[config.mk]
export PLATFORM = sky130hd
export DESIGN_NAME = fpu_both
export DESIGN_NICKNAME = d
export VERILOG_FILES = /design/src/verilog/fpu_pkg.sv /design/src/verilog/fpu_compare.sv /design/src/verilog/fpu_half.sv /design/src/verilog/fpu_both.sv
export VERILOG_INCLUDE_DIRS = /design/src /design/src/verilog
export SDC_FILE = /design/constraint.sdc
export NUM_CORES = 1
export LEC_CHECK = 0
export BUFFER_PORTS_ARGS = -buffer_cell sky130_fd_sc_hd__clkbuf_2
export CORE_MARGIN = 10
export CORE_UTILIZATION = 45
export CTS_CLUSTER_SIZE = 28
export DETAILED_ROUTE_END_ITERATION = 6
export HOLD_SLACK_MARGIN = 0.03
export PLACE_DENSITY_LB_ADDON = 0.08
export SLEW_MARGIN = 20
export SYNTH_ARGS = -nofsm -noshare
export SYNTH_HDL_FRONTEND = slang
export SYNTH_SLANG_ARGS = --single-unit
[constraint.sdc]
create_clock -name clk -period 6.4 [get_ports clk]
set_clock_uncertainty 0.1 [all_clocks]
set_input_delay 0.32 -clock clk [delete_from_list [all_inputs] [get_ports clk]]
set_output_delay 0.32 -clock clk [all_outputs]
set_load 0.02 [all_outputs]
[src/verilog/fpu_defines.svh]
// opcode, width, depth, flag and NaN macros shared by the fpu rtl and its testbench.
`ifndef FPU_DEFINES_SVH
`define FPU_DEFINES_SVH

`define fpu_op_w    4
`define fpu_tag_w   6
`define fpu_depth   4

`define fop_min_s   4'h1
`define fop_max_s   4'h2
`define fop_abs_s   4'h3
`define fop_neg_s   4'h4
`define fop_cps_s   4'h5
`define fop_cmp_s   4'h6
`define fop_min_d   4'h7
`define fop_max_d   4'h8
`define fop_abs_d   4'h9
`define fop_neg_d   4'ha
`define fop_cps_d   4'hb
`define fop_cmp_d   4'hc
`define fop_cmp_dh  4'hd

`define fpu_flag_lt 0
`define fpu_flag_eq 1
`define fpu_flag_gt 2
`define fpu_flag_un 3

`define fpu_qnan_s  32'h7fc0_0000
`define fpu_qnan_d  64'h7ff8_0000_0000_0000

`endif

[src/verilog/fpu_pkg.sv]
// types for the fpu halves; a 64-bit operand word seen as two singles or one double.
package fpu_pkg;

  typedef struct packed {
    logic        sign;
    logic [7:0]  exp;
    logic [22:0] man;
  } single_t;

  typedef struct packed {
    logic        sign;
    logic [10:0] exp;
    logic [51:0] man;
  } double_t;

  // lane 1 is the upper 32 bits.
  typedef union packed {
    single_t [1:0] s;
    double_t       d;
  } simd_word_t;

endpackage

[src/verilog/fpu_compare.sv]
// combinational IEEE ordering of two operand words, per single lane or as one double.
`timescale 1ns/100ps
`include "fpu_defines.svh"

module fpu_compare (
  input  logic                dbl,
  input  fpu_pkg::simd_word_t a,
  input  fpu_pkg::simd_word_t b,
  output logic [1:0]          lt_lane,
  output logic [1:0]          nan_a,
  output logic [1:0]          nan_b,
  output logic [3:0]          flags0
);

  logic [1:0] lt_s;
  logic [1:0] eq_s;
  logic [1:0] nan_as;
  logic [1:0] nan_bs;
  logic       lt_d;
  logic       eq_d;
  logic       nan_ad;
  logic       nan_bd;

  // sign-magnitude order, so minus zero lands below plus zero.
  function automatic logic ord_lt(input logic sa, input logic sb,
                                  input logic [62:0] ma, input logic [62:0] mb);
    logic r;
    if (sa != sb)
      r = sa;
    else if (sa)
      r = ma > mb;
    else
      r = ma < mb;
    return r;
  endfunction

  always_comb begin
    for (int i = 0; i < 2; i++) begin
      nan_as[i] = (a.s[i].exp == 8'hff) && (a.s[i].man != '0);
      nan_bs[i] = (b.s[i].exp == 8'hff) && (b.s[i].man != '0);
      lt_s[i]   = ord_lt(a.s[i].sign, b.s[i].sign,
                         {32'd0, a.s[i].exp, a.s[i].man},
                         {32'd0, b.s[i].exp, b.s[i].man});
      eq_s[i]   = (a.s[i] == b.s[i]) ||
                  ({a.s[i].exp, a.s[i].man} == '0 && {b.s[i].exp, b.s[i].man} == '0);
    end
  end

  always_comb begin
    nan_ad = (a.d.exp == 11'h7ff) && (a.d.man != '0);
    nan_bd = (b.d.exp == 11'h7ff) && (b.d.man != '0);
    lt_d   = ord_lt(a.d.sign, b.d.sign, {a.d.exp, a.d.man}, {b.d.exp, b.d.man});
    eq_d   = (a.d == b.d) || ({a.d.exp, a.d.man} == '0 && {b.d.exp, b.d.man} == '0);
  end

  assign lt_lane = dbl ? {2{lt_d}} : lt_s;
  assign nan_a   = dbl ? {2{nan_ad}} : nan_as;
  assign nan_b   = dbl ? {2{nan_bd}} : nan_bs;

  always_comb begin
    logic sel_un;
    logic sel_eq;
    logic sel_lt;
    sel_un = dbl ? (nan_ad | nan_bd) : (nan_as[0] | nan_bs[0]);
    sel_eq = dbl ? eq_d : eq_s[0];
    sel_lt = dbl ? lt_d : lt_s[0];
    flags0 = '0;
    if (sel_un)
      flags0[`fpu_flag_un] = 1'b1; // any NaN is unordered only.
    else if (sel_eq)
      flags0[`fpu_flag_eq] = 1'b1;
    else if (sel_lt)
      flags0[`fpu_flag_lt] = 1'b1;
    else
      flags0[`fpu_flag_gt] = 1'b1;
  end

endmodule

[src/verilog/fpu_half.sv]
// one 64-bit half of the four-stage min/max/sign/compare pipeline, used twice by fpu_both.
`timescale 1ns/100ps
`include "fpu_defines.svh"

module fpu_half (
  input  logic                  clk,
  input  logic                  rst_n,
  input  logic                  en,
  input  logic [`fpu_op_w-1:0]  op,
  input  logic [`fpu_tag_w-1:0] tag,
  input  logic [63:0]           a,
  input  logic [63:0]           b,
  output logic [63:0]           res,
  output logic [3:0]            flags,
  output logic [`fpu_tag_w-1:0] ret_tag,
  output logic                  ret_en
);

  localparam int k_min = 0;
  localparam int k_max = 1;
  localparam int k_abs = 2;
  localparam int k_neg = 3;
  localparam int k_cps = 4;
  localparam int k_cmp = 5;

  localparam logic [63:0] sign_s = 64'h8000_0000_8000_0000;
  localparam logic [63:0] sign_d = 64'h8000_0000_0000_0000;

  logic [5:0]            kind_in;
  logic [5:0]            kind1;
  logic [5:0]            kind2;
  logic                  dbl_in;
  logic                  dbl1;
  logic                  dbl2;
  fpu_pkg::simd_word_t   a1;
  fpu_pkg::simd_word_t   b1;
  logic [63:0]           a2;
  logic [63:0]           b2;
  logic                  en1;
  logic                  en2;
  logic                  en3;
  logic [`fpu_tag_w-1:0] tag1;
  logic [`fpu_tag_w-1:0] tag2;
  logic [`fpu_tag_w-1:0] tag3;
  logic [1:0]            lt_c;
  logic [1:0]            nan_a_c;
  logic [1:0]            nan_b_c;
  logic [3:0]            flags_c;
  logic [1:0]            lt2;
  logic [1:0]            nan_a2;
  logic [1:0]            nan_b2;
  logic [3:0]            flags2;
  logic [3:0]            flags3;
  logic [63:0]           mask2;
  logic [63:0]           res_c;
  logic [63:0]           res3;

  // min when want_max is low; a lone NaN yields the other operand.
  function automatic logic [63:0] pick(input logic want_max, input logic lt,
                                       input logic na, input logic nb,
                                       input logic [63:0] x, input logic [63:0] y,
                                       input logic [63:0] qnan);
    logic [63:0] r;
    if (na && nb)
      r = qnan;
    else if (na)
      r = y;
    else if (nb)
      r = x;
    else
      r = (lt ^ want_max) ? x : y;
    return r;
  endfunction

  assign dbl_in = (op == `fop_min_d) || (op == `fop_max_d) || (op == `fop_abs_d) ||
                  (op == `fop_neg_d) || (op == `fop_cps_d) || (op == `fop_cmp_d) ||
                  (op == `fop_cmp_dh);

  always_comb begin
    kind_in = '0;
    case (op)
      `fop_min_s, `fop_min_d:               kind_in[k_min] = 1'b1;
      `fop_max_s, `fop_max_d:               kind_in[k_max] = 1'b1;
      `fop_abs_s, `fop_abs_d:               kind_in[k_abs] = 1'b1;
      `fop_neg_s, `fop_neg_d:               kind_in[k_neg] = 1'b1;
      `fop_cps_s, `fop_cps_d:               kind_in[k_cps] = 1'b1;
      `fop_cmp_s, `fop_cmp_d, `fop_cmp_dh:  kind_in[k_cmp] = 1'b1;
      default:                              kind_in = '0; // unknown op gives zero.
    endcase
  end

  fpu_compare cmp_i (
    .dbl     (dbl1),
    .a       (a1),
    .b       (b1),
    .lt_lane (lt_c),
    .nan_a   (nan_a_c),
    .nan_b   (nan_b_c),
    .flags0  (flags_c)
  );

  always_comb begin
    logic [63:0] lane0;
    logic [63:0] lane1;
    logic [63:0] mm_d;
    logic [63:0] mm;
    lane0 = pick(kind2[k_max], lt2[0], nan_a2[0], nan_b2[0],
                 {32'd0, a2[31:0]}, {32'd0, b2[31:0]}, {32'd0, `fpu_qnan_s});
    lane1 = pick(kind2[k_max], lt2[1], nan_a2[1], nan_b2[1],
                 {32'd0, a2[63:32]}, {32'd0, b2[63:32]}, {32'd0, `fpu_qnan_s});
    mm_d  = pick(kind2[k_max], lt2[0], nan_a2[0], nan_b2[0], a2, b2, `fpu_qnan_d);
    mm    = dbl2 ? mm_d : {lane1[31:0], lane0[31:0]};
    mask2 = dbl2 ? sign_d : sign_s;
    res_c = '0; // compare leaves the data at zero.
    if (kind2[k_min] || kind2[k_max])
      res_c = mm;
    else if (kind2[k_abs])
      res_c = a2 & ~mask2;
    else if (kind2[k_neg])
      res_c = a2 ^ mask2;
    else if (kind2[k_cps])
      res_c = (a2 & ~mask2) | (b2 & mask2);
  end

  always_ff @(posedge clk or negedge rst_n) begin
    if (!rst_n) begin
      en1 <= 1'b0;
      en2 <= 1'b0;
      en3 <= 1'b0;
    end else begin
      en1 <= en;
      en2 <= en1;
      en3 <= en2;
    end
  end

  always_ff @(posedge clk) begin
    a1     <= a;
    b1     <= b;
    kind1  <= kind_in;
    dbl1   <= dbl_in;
    tag1   <= tag;
    a2     <= a1;
    b2     <= b1;
    kind2  <= kind1;
    dbl2   <= dbl1;
    tag2   <= tag1;
    lt2    <= lt_c;
    nan_a2 <= nan_a_c;
    nan_b2 <= nan_b_c;
    flags2 <= kind1[k_cmp] ? flags_c : 4'd0;
    res3   <= res_c;
    flags3 <= flags2;
    tag3   <= tag2;
  end

  always_ff @(posedge clk or negedge rst_n) begin
    if (!rst_n) begin
      ret_en  <= 1'b0;
      ret_tag <= '0;
      res     <= '0;
      flags   <= '0;
    end else begin
      ret_en  <= en3;
      ret_tag <= en3 ? tag3 : '0; // idle half drives zeros into the OR.
      res     <= en3 ? res3 : '0;
      flags   <= en3 ? flags3 : '0;
    end
  end

  a_ret_en_delay: assert property (@(posedge clk) disable iff (!rst_n)
    ret_en == $past(en, `fpu_depth))
    else $error("fpu_half: ret_en does not follow en by %0d cycles", `fpu_depth);

endmodule

[src/verilog/fpu_both.sv]
// top of the dual-half fpu; merges the high and low returns and picks the compare flag source.
`timescale 1ns/100ps
`include "fpu_defines.svh"

module fpu_both (
  input  logic                  clk,
  input  logic                  rst_n,
  input  logic [1:0]            en,
  input  logic [`fpu_op_w-1:0]  op,
  input  logic [`fpu_tag_w-1:0] tag,
  input  logic [63:0]           a_h,
  input  logic [63:0]           b_h,
  input  logic [63:0]           a_l,
  input  logic [63:0]           b_l,
  output logic [63:0]           res_h,
  output logic [63:0]           res_l,
  output logic [3:0]            flags,
  output logic [`fpu_tag_w-1:0] ret_tag,
  output logic                  ret_en
);

  logic [3:0]            flags_h;
  logic [3:0]            flags_l;
  logic [`fpu_tag_w-1:0] ret_tag_h;
  logic [`fpu_tag_w-1:0] ret_tag_l;
  logic                  ret_en_h;
  logic                  ret_en_l;
  logic [`fpu_op_w-1:0]  op_d [`fpu_depth];

  fpu_half half_h (
    .clk     (clk),
    .rst_n   (rst_n),
    .en      (en[1]),
    .op      (op),
    .tag     (tag),
    .a       (a_h),
    .b       (b_h),
    .res     (res_h),
    .flags   (flags_h),
    .ret_tag (ret_tag_h),
    .ret_en  (ret_en_h)
  );

  fpu_half half_l (
    .clk     (clk),
    .rst_n   (rst_n),
    .en      (en[0]),
    .op      (op),
    .tag     (tag),
    .a       (a_l),
    .b       (b_l),
    .res     (res_l),
    .flags   (flags_l),
    .ret_tag (ret_tag_l),
    .ret_en  (ret_en_l)
  );

  assign ret_tag = ret_tag_h | ret_tag_l; // idle half returns zeros.
  assign ret_en  = ret_en_h | ret_en_l;

  // op delay line, lines up with stage 4 of the halves.
  always_ff @(posedge clk or negedge rst_n) begin
    if (!rst_n) begin
      for (int i = 0; i < `fpu_depth; i++) begin
        op_d[i] <= '0;
      end
    end else begin
      op_d[0] <= op;
      for (int i = 1; i < `fpu_depth; i++) begin
        op_d[i] <= op_d[i-1];
      end
    end
  end

  assign flags = (op_d[`fpu_depth-1] == `fop_cmp_dh) ? flags_h : flags_l;

  a_ret_tag_agree: assert property (@(posedge clk) disable iff (!rst_n)
    (ret_en_h && ret_en_l) |-> (ret_tag_h == ret_tag_l))
    else $error("fpu_both: halves returned tags %0h and %0h together", ret_tag_h, ret_tag_l);

endmodule

Word-level counts from Yosys, hierarchy flattened
Cells that the tools add are included.
{"block": "classes", "addsub": 0, "n_mul": 0, "div": 0, "n_lt_le_gt_ge": 12, "eq_ne": 34, "n_shift": 0, "muxes": 80, "bitwise": 20, "n_reduce_logical": 61}
{"cell": "$mux W64", "n": 20}
{"cell": "$mux W32", "n": 17}
{"cell": "$and A64 B64 Y64", "n": 4}
{"cell": "$logic_not A63 Y1", "n": 4}
{"cell": "$reduce_bool A52 Y1", "n": 4}
{"cell": "$reduce_bool A23 Y1", "n": 8}
{"cell": "$eq A64 B64 Y1", "n": 2}
{"cell": "$or A64 B64 Y64", "n": 2}
{"cell": "$xor A64 B64 Y64", "n": 2}
{"cell": "$gt A63 B63 Y1", "n": 2}
{"cell": "$lt A63 B63 Y1", "n": 2}
{"cell": "$gt A31 B31 Y1", "n": 4}
{"cell": "$logic_not A31 Y1", "n": 4}
{"cell": "$lt A31 B31 Y1", "n": 4}
{"cell": "$eq A32 B32 Y1", "n": 2}
{"cell": "$eq A8 B8 Y1 const B", "n": 8}
{"cell": "$not A64 Y64", "n": 1}
{"cell": "$eq A11 B11 Y1 const B", "n": 4}
{"cell": "$mux W1", "n": 32}
{"cell": "$eq A4 B4 Y1 const B", "n": 7}
{"cell": "$logic_and A1 B1 Y1", "n": 20}
{"cell": "$eq A4 B3 Y1 const B", "n": 4}
{"cell": "$reduce_or A2 Y1", "n": 7}
{"cell": "$mux W2", "n": 6}
{"cell": "other kinds (11)", "n": 37}
{"block": "totals", "reg_bits": 871, "latchBits": 0, "ramBits": 0, "rom_bits": 0, "input_bits": 270, "out_inout_bits": 139, "word_cells": 256, "memories": 0}

Logic depth before layout (Yosys ltp)
Gate-level depths: netlist (run 1).
{"block": "depth", "word_depth": 8, "mapped_depth": 10, "depth_no_buf": 10}

Cells and area by module
From an unflattened synthesis (run 1), not the netlist that was laid out.
{"block": "hier_totals", "hier_cells": 2076, "hier_area_um2": 27098.5}
{"module": "fpu_half", "instances": 2, "cells_per_inst": 688, "area_per_inst_um2": 11010.6, "seq_area_each_um2": 9258.9}
{"module": "fpu_compare", "instances": 2, "cells_per_inst": 336, "area_per_inst_um2": 2282.2, "seq_area_each_um2": 0.0}
{"module": "fpu_both", "instances": 1, "cells_per_inst": 28, "area_per_inst_um2": 513.0, "seq_area_each_um2": 400.4}

Worst setup path after synthesis (run 1)
Ideal clock, no wire load.
{"block": "synth_path", "path_kind": "register to register", "start": "register half_l.b1[4] (netlist name)", "end": "register half_l.flags2[2]", "setup_ps": 116, "arrival_time_ps": 2162, "t_required_ps": 6184, "slack_ps": 4022, "path_stages_with_launch": 11, "path_buffers": 0, "period_less_slack_ps": 2378, "path_cell_list": "dfxtp_1 > inv_1 > ha_1 > a211oi_1 > nor2_1 > o31a_1 > o41a_1 > o211ai_1 > a21o_2 > o211ai_2 > and3b_1"}
{"block": "synth_via", "elab_chain_len": 5, "word_cells_on_any_way": 27, "cone_classes": "order compare (4); eq/ne (2); mux (8); bitwise (2); reduce/logical (11)"}
{"item": "start: declaration", "line_no": "fpu_half.sv:36", "text": "fpu_pkg::simd_word_t b1;"}
{"item": "start signal: assignment", "line_no": "fpu_half.sv:139", "text": "b1 <= b;"}
{"item": "$lt A63 B63 Y1 (tied with other cells)", "line_no": "fpu_compare.sv:33", "text": "r = ma < mb;"}
{"item": "$mux W1 (tied with other cells)", "line_no": "fpu_compare.sv:30", "text": "else if (sa)"}
{"item": "$mux W1 (tied with other cells)", "line_no": "fpu_compare.sv:28", "text": "if (sa != sb)"}
{"item": "$mux W1, on equally long branches", "line_no": "fpu_compare.sv:66, fpu_compare.sv:64, fpu_compare.sv:65"}
{"item": "$mux W1 or $reduce_or A3 Y1 (tied branches)"}
{"item": "end signal: assignment", "line_no": "fpu_half.sv:151", "text": "flags2 <= kind1[k_cmp] ? flags_c : 4'd0;"}
{"item": "end: declaration", "line_no": "fpu_half.sv:52", "text": "logic [3:0] flags2;"}
Parallel ways exist; a longest one is shown, timed or not.
A chain may end at the register's enable or synchronous reset.

==> summary.md, run 1 <==
| Metric | Value |
|---|---|
| Outcome | complete, no violations |
| WL per Instance | 19.18 um |
| IO Pins | 409 |
| Final setup margin | 3.264 ns |
| Vias post-DR | 17690 |
| Reg-to-reg setup timing slack | 3.26 ns |
| Fin nets | 3195 |
| Post-place setup slack | 3.237 ns |
| Die width | 261.2 um |
| Syn avg cell area | 12.66 sq um |
| # DRC | 0 |
| TNS Setup | 0 ns |
| Number of synthesized flops with an enable pin | 0 |
| Syn_nets | 2467 |
| CTS tree | built |
| GR Overflow Total | 0 |
| CP Max Fanout | 22 |
| Largest net degree at the start of global routing | 76 |
| Post-detailed-route via-to-cell ratio | 4.872 |
| Fin Hold WS | 0.1171 ns |
| Max-Cap Viols | 0 |
| Setup crit end kind | register |
| Number of global-route vias before repair | 18860 |
| Netlist cell types | 68 |
| Post-CTS setup buffer count | 0 |
| Final cycle utilization of the critical path | 0.4899 |
| Die area | 68220 sq um |
| CTS Root Cell | clkbuf_16 |
| FF-to-FF path depth | 4 |
| Clock buffer depth | 3 |
| # H-tree levels | 3 |
| Required time of the critical path | 6.86 ns |
| Post-DRT Antenna Nets | 0 |
| First-pass GRT wire length | 107200 um |
| Slew headroom | 0.2881 |
| R2R Path Start | half_h.kind2[1] |
| CTS Buf Count | 86 |
| Fraction of layout cells with a size suffix above 1 | 0.2093 |
| Sequential share of the synthesized area | 0.6990 |
| CP startpoint kind | register |
| Pwr Density | 354.2 nW/um^2 |
| Starting Density | 0.4537 |
| Yosys warns | 0 |
| FMAX | 0.3189 GHz |
| Worst-Skew Late Latency | 0.62 ns |
| Synth Register Bits | 871 |
| Core Footprint | 57700 sq um |
| # rows | 88 |
| Crit path time final | 3.136 ns |
| Final hold viol count | 0 |
| Area delta synth->final | 33.16% |
| DP HPWL | 48270 um |
| Hold_buf cts | 269 |
| Pre-antenna DRT Iters | 5 |
| Routability cong. | 0.8474 |
| First DRT Iteration DRCs | 877 |
| Cells after Synth | 2067 |
| Die Ht | 261.2 um |
| WP data arrival | 3.60 ns |
| P_leak | 0.01627 uW |
| Kind of critical path | reg -> reg |
| Resized Gates After CTS | 0 |
| Syn Std Cell Area | 26180 sq um |
| Clk sinks | 871 |
| Port Buffers | 408 |
| GRT Total Usage | 0.2031 |
| RSZ-0062 raised after global routing | no |
| Reg2Reg Capture Point | half_l.res3[45] |
| Post-synth ARST share | 0.1975 |
| WL final | 69660 um |
| Setup Viol. Count Final | 0 |
| Worst slew pin tran | 1.067 ns |
| Reg clk slew, reported paths | 0.06 ns |
| Antenna Diode Count | 0 |
| Initial antenna violation count | 1 |
| Top FF cell, synth | dfxtp_1 |
| Peak supply drop | 0.0003147 V |
| Worst hold path class | in -> async |
| Final slew viol count | 0 |
==> layer usage <==
layer	global-route usage	wire, um
met5	0	7
met2	0.3406	33800
met3	0.04418	3493
met1	0.2542	30050
met4	0.07497	2304
==> power breakdown <==
group	leakage (uW)	internal (uW)	switching, uW
clock network	0.00151	3250	2080
registers	0.00815	5810	183
logic	0.00660	472	546
==> layout make-up <==
| type | count | area (sq um) |
|---|---|---|
| Clock buffer | 125 | 2605 |
| Clock inverter | 35 | 483.0 |
| Fill cell | 4619 | 22840 |
| Inverter | 140 | 525.5 |
| Multi-Input combinational cell | 1005 | 7137 |
| Sequential cell | 871 | 18300 |
| Tap cell | 765 | 957.2 |
| Timing Repair Buffer | 691 | 4848 |
==> layout by cell type, fill, tap and decap left out, drive strengths merged, types with 8 or more instances in the layout <==
master       instances
dfxtp              699
clkbuf             533
dlygate4sd3        269
dfrtp              172
and2               153
inv                141
ha                 130
nand2               94
a22o                85
a21oi               84
nor4                62
o21ai               57
nor2                55
nand4               51
nor3                21
nand3               20
mux2i               19
clkinv              19
a221o               18
buf                 14
nor2b               14
o2bb2ai             11
bufinv              10
a21o                10
or2                  9
o22ai                9
a211oi               9
o2bb2a               8
==> critical path, stage by stage, from the launching register on <==
cell,delay [ns]
dfxtp_1,0.39
nor2_1,0.75
nand2b_1,0.73
nand2_1,0.86
a22o_1,0.23
==> synthesized netlist by cell type, types with 4 or more instances <==
master     count  area share
or2_2          9      0.0022
nor4_1        61       0.015
nor2b_1       14      0.0033
clkbuf_1      42      0.0060
a221o_1       18      0.0069
a21oi_1       84       0.016
buf_2          6      0.0011
and4_1         5      0.0017
o211ai_1       4      0.0011
o21a_1         6      0.0017
and2_1       153       0.037
ha_1         130       0.062
mux2i_1       19      0.0073
a211oi_1       8      0.0023
o2bb2ai_1     11      0.0037
a22o_1        85       0.028
nand3_1       17      0.0033
dfrtp_1      172        0.16
o22ai_1        9      0.0022
o21ai_0       56       0.011
nand3b_1       4      0.0011
inv_1        140       0.020
o31ai_1        6      0.0017
nor2_2         4     0.00096
mux2_2         4      0.0017
nor2_1        51      0.0073
or4_1          4      0.0011
nand2b_1       7      0.0017
nand2_1       94       0.013
nand4_1       51       0.012
a31oi_1        4     0.00096
o2bb2a_1       8      0.0031
nor3_1        21      0.0040
a21o_1         9      0.0026
dfxtp_1      699        0.53
==> registers in the layout, summed over array words and instances, names as in the netlist, 5 cells and up <==
name / flops
half_l.b2: 64
half_l.res: 64
half_l.tag1: 6
half_h.ret_tag: 6
half_h.a2: 64
half_h.b2: 64
half_l.a2: 64
half_l.res3: 64
half_l.tag2: 6
half_h.kind1: 6
half_l.b1: 64
half_h.kind2: 5
half_l.tag3: 6
half_h.res3: 64
half_h.a1: 64
op_d: 16
half_h.b1: 64
half_h.res: 64
half_l.a1: 64
half_l.ret_tag: 6
==> stage by stage <==
| stage | instance area [sq um] | total power [uW] | utilization | instances |
|---|---|---|---|---|
| floorplan | 26180 | 6583 | - | 2067 |
| global placement | 29080 | 6980 | 0.5039 | 3203 |
| detailed placement | 29080 | 7001 | 0.5039 | 3203 |
| CTS | 34860 | 12470 | 0.6041 | 3632 |
| global route | 34860 | 12820 | 0.6041 | 3632 |
| finish | 34860 | 12340 | 0.6041 | 3632 |
==> worst max-delay path by stage <==
stage | from | end | slack (ns) | depth (start not counted)
6_report | half_h.kind2[1] | half_l.res3[45] | 3.26 | 4
2_1_floorplan | half_l.b1[4] | half_l.flags2[2] | 4.02 | 10
5_1_grt | half_h.kind2[1] | half_l.res3[41] | 2.94 | 4
4_1_cts | half_h.kind2[1] | half_l.res3[35] | 3.22 | 4
3_3_place_gp | half_h.kind2[1] | half_l.res3[43] | 3.39 | 4
3_5_place_dp | half_h.kind2[1] | half_l.res3[35] | 3.24 | 4
==> logic make-up after synthesis <==
family                   count (synthesis)  share of synthesized area
flip-flops                             871                     0.6990
AND/OR/NAND/NOR                        510                     0.1083
AO/OA/AOI/OAI                          336                    0.09087
buffers and inverters                  191                    0.02873
adder cells (fa/ha/maj)                130                    0.06214
multiplexers                            23                   0.008986
XOR/XNOR                                 6                   0.002008
Power figures use the tool's default switching activity.
==> run 2, diff against run 1 <==
--- a/config.mk
+++ b/config.mk
@@ -6,6 +6,7 @@
 export SDC_FILE = /design/constraint.sdc
 export NUM_CORES = 1
 export LEC_CHECK = 0
+export ABC_AREA = 1
 export BUFFER_PORTS_ARGS = -buffer_cell sky130_fd_sc_hd__clkbuf_2
 export CORE_MARGIN = 10
 export CORE_UTILIZATION = 45
==> constraint.sdc (replaced) <==
create_clock -name clk -period 3.11 [get_ports clk]
set_clock_uncertainty 0.1 [all_clocks]
set_input_delay 0.1555 -clock clk [delete_from_list [all_inputs] [get_ports clk]]
set_output_delay 0.1555 -clock clk [all_outputs]
set_load 0.02 [all_outputs]
==> summary.md, run 2 <==
| Metric | Value |
|---|---|
| First DRT Iteration DRCs | 1053 (was 877) |
| DP HPWL | 55870 um (was 48270 um) |
| WL final | 80900 um (was 69660 um) |
| GR Overflow Total | 0 (unchanged) |
| Synth Register Bits | 871 (unchanged) |
| Post-DRT Antenna Nets | 0 (unchanged) |
| Pwr Density | 703.5 nW/um^2 (was 354.2 nW/um^2) |
| Worst-Skew Late Latency | 0.63 ns (was 0.62 ns) |
| Yosys warns | 0 (unchanged) |
| Routability cong. | 0.8637 (was 0.8474) |
| Die width | 271.6 um (was 261.2 um) |
| # H-tree levels | 3 (unchanged) |
| FF-to-FF path depth | 16 (was 4) |
| Peak supply drop | 0.0005426 V (was 0.0003147 V) |
| # rows | 92 (was 88) |
| IO Pins | 409 (unchanged) |
| Die area | 73780 sq um (was 68220 sq um) |
| Setup Viol. Count Final | 0 (unchanged) |
| WL per Instance | 17.76 um (was 19.18 um) |
| TNS Setup | 0 ns (unchanged) |
| Required time of the critical path | 3.58 ns (was 6.86 ns) |
| First-pass GRT wire length | 128000 um (was 107200 um) |
| RSZ-0062 raised after global routing | no (unchanged) |
| Most common cell after layout, fill and taps aside | dfxtp_1 (unchanged) |
| Syn_nets | 3306 (was 2467) |
| CP Max Fanout | 3 (was 22) |
| Reg-to-reg setup timing slack | 0.79 ns (was 3.26 ns) |
| FMAX | 0.4315 GHz (was 0.3189 GHz) |
| Commonest cells post-synth | dfxtp_1 (699), nand2_1 (547), inv_1 (400) (was dfxtp_1 (699), dfrtp_1 (172), and2_1 (153)) |
| Most common cell in the synthesized netlist | dfxtp_1 (unchanged) |
| Syn avg cell area | 9.805 sq um (was 12.66 sq um) |
| CTS tree | built (unchanged) |
| Core Footprint | 62850 sq um (was 57700 sq um) |
| Placed standard-cell area | 31510 sq um (was 29080 sq um) |
| Outcome | complete, no violations (unchanged) |
| Design area | 37530 sq um (was 34860 sq um) |
| CP startpoint kind | register (unchanged) |
| Final cycle utilization of the critical path | 0.7452 (was 0.4899) |
| Cell taking the most area after synthesis | dfxtp_1 (unchanged) |
| # DRC | 0 (unchanged) |
| Number of global-route vias before repair | 23340 (was 18860) |
| Reg clk slew, reported paths | 0.06 ns (about the same) |
| Seq. cell area | 18300 sq um (about the same) |
| Number of synthesized flops with an enable pin | 0 (unchanged) |
| P_leak | 0.01880 uW (was 0.01627 uW) |
| Final setup margin | 0.7926 ns (was 3.264 ns) |
| Post-synth ARST share | 0.1975 (unchanged) |
| Slew headroom | 0.3216 (was 0.2881) |
| Fin nets | 4034 (was 3195) |
| Largest net degree at the start of global routing | 100 (was 76) |
| Max-Cap Viols | 0 (unchanged) |
| GRT Total Usage | 0.2177 (was 0.2031) |
| Sequential share of the synthesized area | 0.6422 (was 0.6990) |
| Starting Density | 0.4533 (was 0.4537) |
| Clk sinks | 871 (unchanged) |
| Cells after Synth | 2906 (was 2067) |
| Post-place setup slack | 0.8035 ns (was 3.237 ns) |
| CTS Buf Count | 87 (was 86) |
| Worst slew pin tran | 1.018 ns (was 1.067 ns) |
| Die Ht | 271.6 um (was 261.2 um) |
| Setup crit end kind | register (unchanged) |
| Initial antenna violation count | 3 (was 1) |
| Syn Std Cell Area | 28490 sq um (was 26180 sq um) |
| Area delta synth->final | 31.72% (was 33.16%) |
| Area of the multi-input gates | 8358 sq um (was 7137 sq um) |
| Final hold viol count | 0 (unchanged) |
| Hold-critical path depth | 2 |
| Area share of the largest cell type after synthesis | 0.4911 (was 0.5346) |
| Clock buffer depth | 3 (unchanged) |
| Top FF cell, synth | dfxtp_1 (unchanged) |
| Post-detailed-route via-to-cell ratio | 4.767 (was 4.872) |
| Worst hold path class | in -> reg (was in -> async) |
| # fillers | 5283 (was 4619) |
| Vias post-DR | 21710 (was 17690) |
| Top cells by area, synth | dfxtp_1 (49%), dfrtp_1 (15%), nand2_1 (7.2%) (was dfxtp_1 (53%), dfrtp_1 (16%), ha_1 (6.2%)) |
| Most frequent cells in the layout | dfxtp_1 (699), nand2_1 (546), clkbuf_2 (407) (was dfxtp_1 (699), clkbuf_2 (407), dlygate4sd3_1 (269)) |
| Final slew viol count | 0 (unchanged) |
| CTS Root Cell | clkbuf_16 (unchanged) |
| Fraction of layout cells with a size suffix above 1 | 0.1716 (was 0.2093) |
| Netlist cell types | 46 (was 68) |
| Pre-antenna DRT Iters | 5 (unchanged) |
| Crit path time final | 2.317 ns (was 3.136 ns) |
| WP data arrival | 2.79 ns (was 3.60 ns) |
| Port Buffers | 408 (unchanged) |
| Kind of critical path | reg -> reg (unchanged) |
[run 2: changes by cell type after synthesis, sizes merged, moves of 34 or more]
cell	change
nor2	+189
nor4	-34
a21oi	+74
o21ai	+112
nand2	+461
inv	+262
and2	-152
o211ai	+39
a22o	-65
[run 2: final timing paths]
check                               start               end
max in group asynchronous           rst_n   half_l.flags[3]
setup reg to reg            half_h.b1[22]  half_h.flags2[2]
hold / removal                    b_l[19]     half_l.b1[19]
hold reg to reg            half_l.tag1[5]    half_l.tag2[5]
setup / recovery            half_h.b1[22]  half_h.flags2[2]
min in group asynchronous           rst_n    half_l.res[19]
[run 2: cell families (layout without fill, tap and decap cells)]
logic type,Yosys count,count (layout),share of synthesized area
multiplexers,5,5,0.001932
XOR/XNOR,2,2,0.0006149
AND/OR/NAND/NOR,967,967,0.1421
other,0,2,0
buffers and inverters,485,1286,0.06508
flip-flops,871,871,0.6422
AO/OA/AOI/OAI,446,446,0.09103
adder cells (fa/ha/maj),130,130,0.05709
[run 2: final cells by class]
class                      count  area share
sequential                   871      0.4877
multi-input combinational   1550      0.2227
clock buffer                 125     0.07108
tap                          846     0.02820
clock inverter                37     0.01340
timing repair buffer         721      0.1365
antenna                        2   0.0001334
inverter                     403     0.04031
[run 2: per-layer routing]
layer	up-vias	part of all wire	GRT usage
met2	556	0.50	0.3825
met4	0	0.033	0.08670
met1	10220	0.42	0.2613
li1	10780	-	-
met3	160	0.048	0.03763
met5	-	0	0
[run 2: repair_timing]
action	4_1_cts	5_1_grt
resized for setup	0	0
buffers inserted	0	0
hold buffers	284	0
endpoints found under the hold margin	371	0
[run 2: report_power, final]
| group | switching [uW] | internal [uW] |
|---|---|---|
| combinational | 1640 | 1060 |
| sequential | 411 | 12000 |
| clock | 4410 | 6900 |
| total | 6460 | 19900 |
[run 2: critical path, stage by stage, from the launching register on]
cell and delay, ns:
dfxtp_1 0.41, inv_1 0.09, ha_1 0.33, nand2_1 0.07
inv_1 0.06, nand3_1 0.09, inv_1 0.09, nand2_1 0.06
nor3_1 0.12, nand3_1 0.21, nor2_1 0.20, inv_1 0.07
nand2_1 0.06, nand2_1 0.06, nand3_1 0.09, nand2_1 0.07
nor2_1 0.08
[run 2: stage by stage]
step                      utilization  total power (uW)  hold WS, ns  instances
final                          0.5971             26400      0.05845       4555
after global routing           0.5971             27490      0.04023       4555
after CTS                      0.5971             26640      0.03028       4553
after detailed placement       0.5014             15040       0.1594       4107
after global placement         0.5014             14970       0.1583       4107
after floorplan                     -             13990      -0.2401       2906
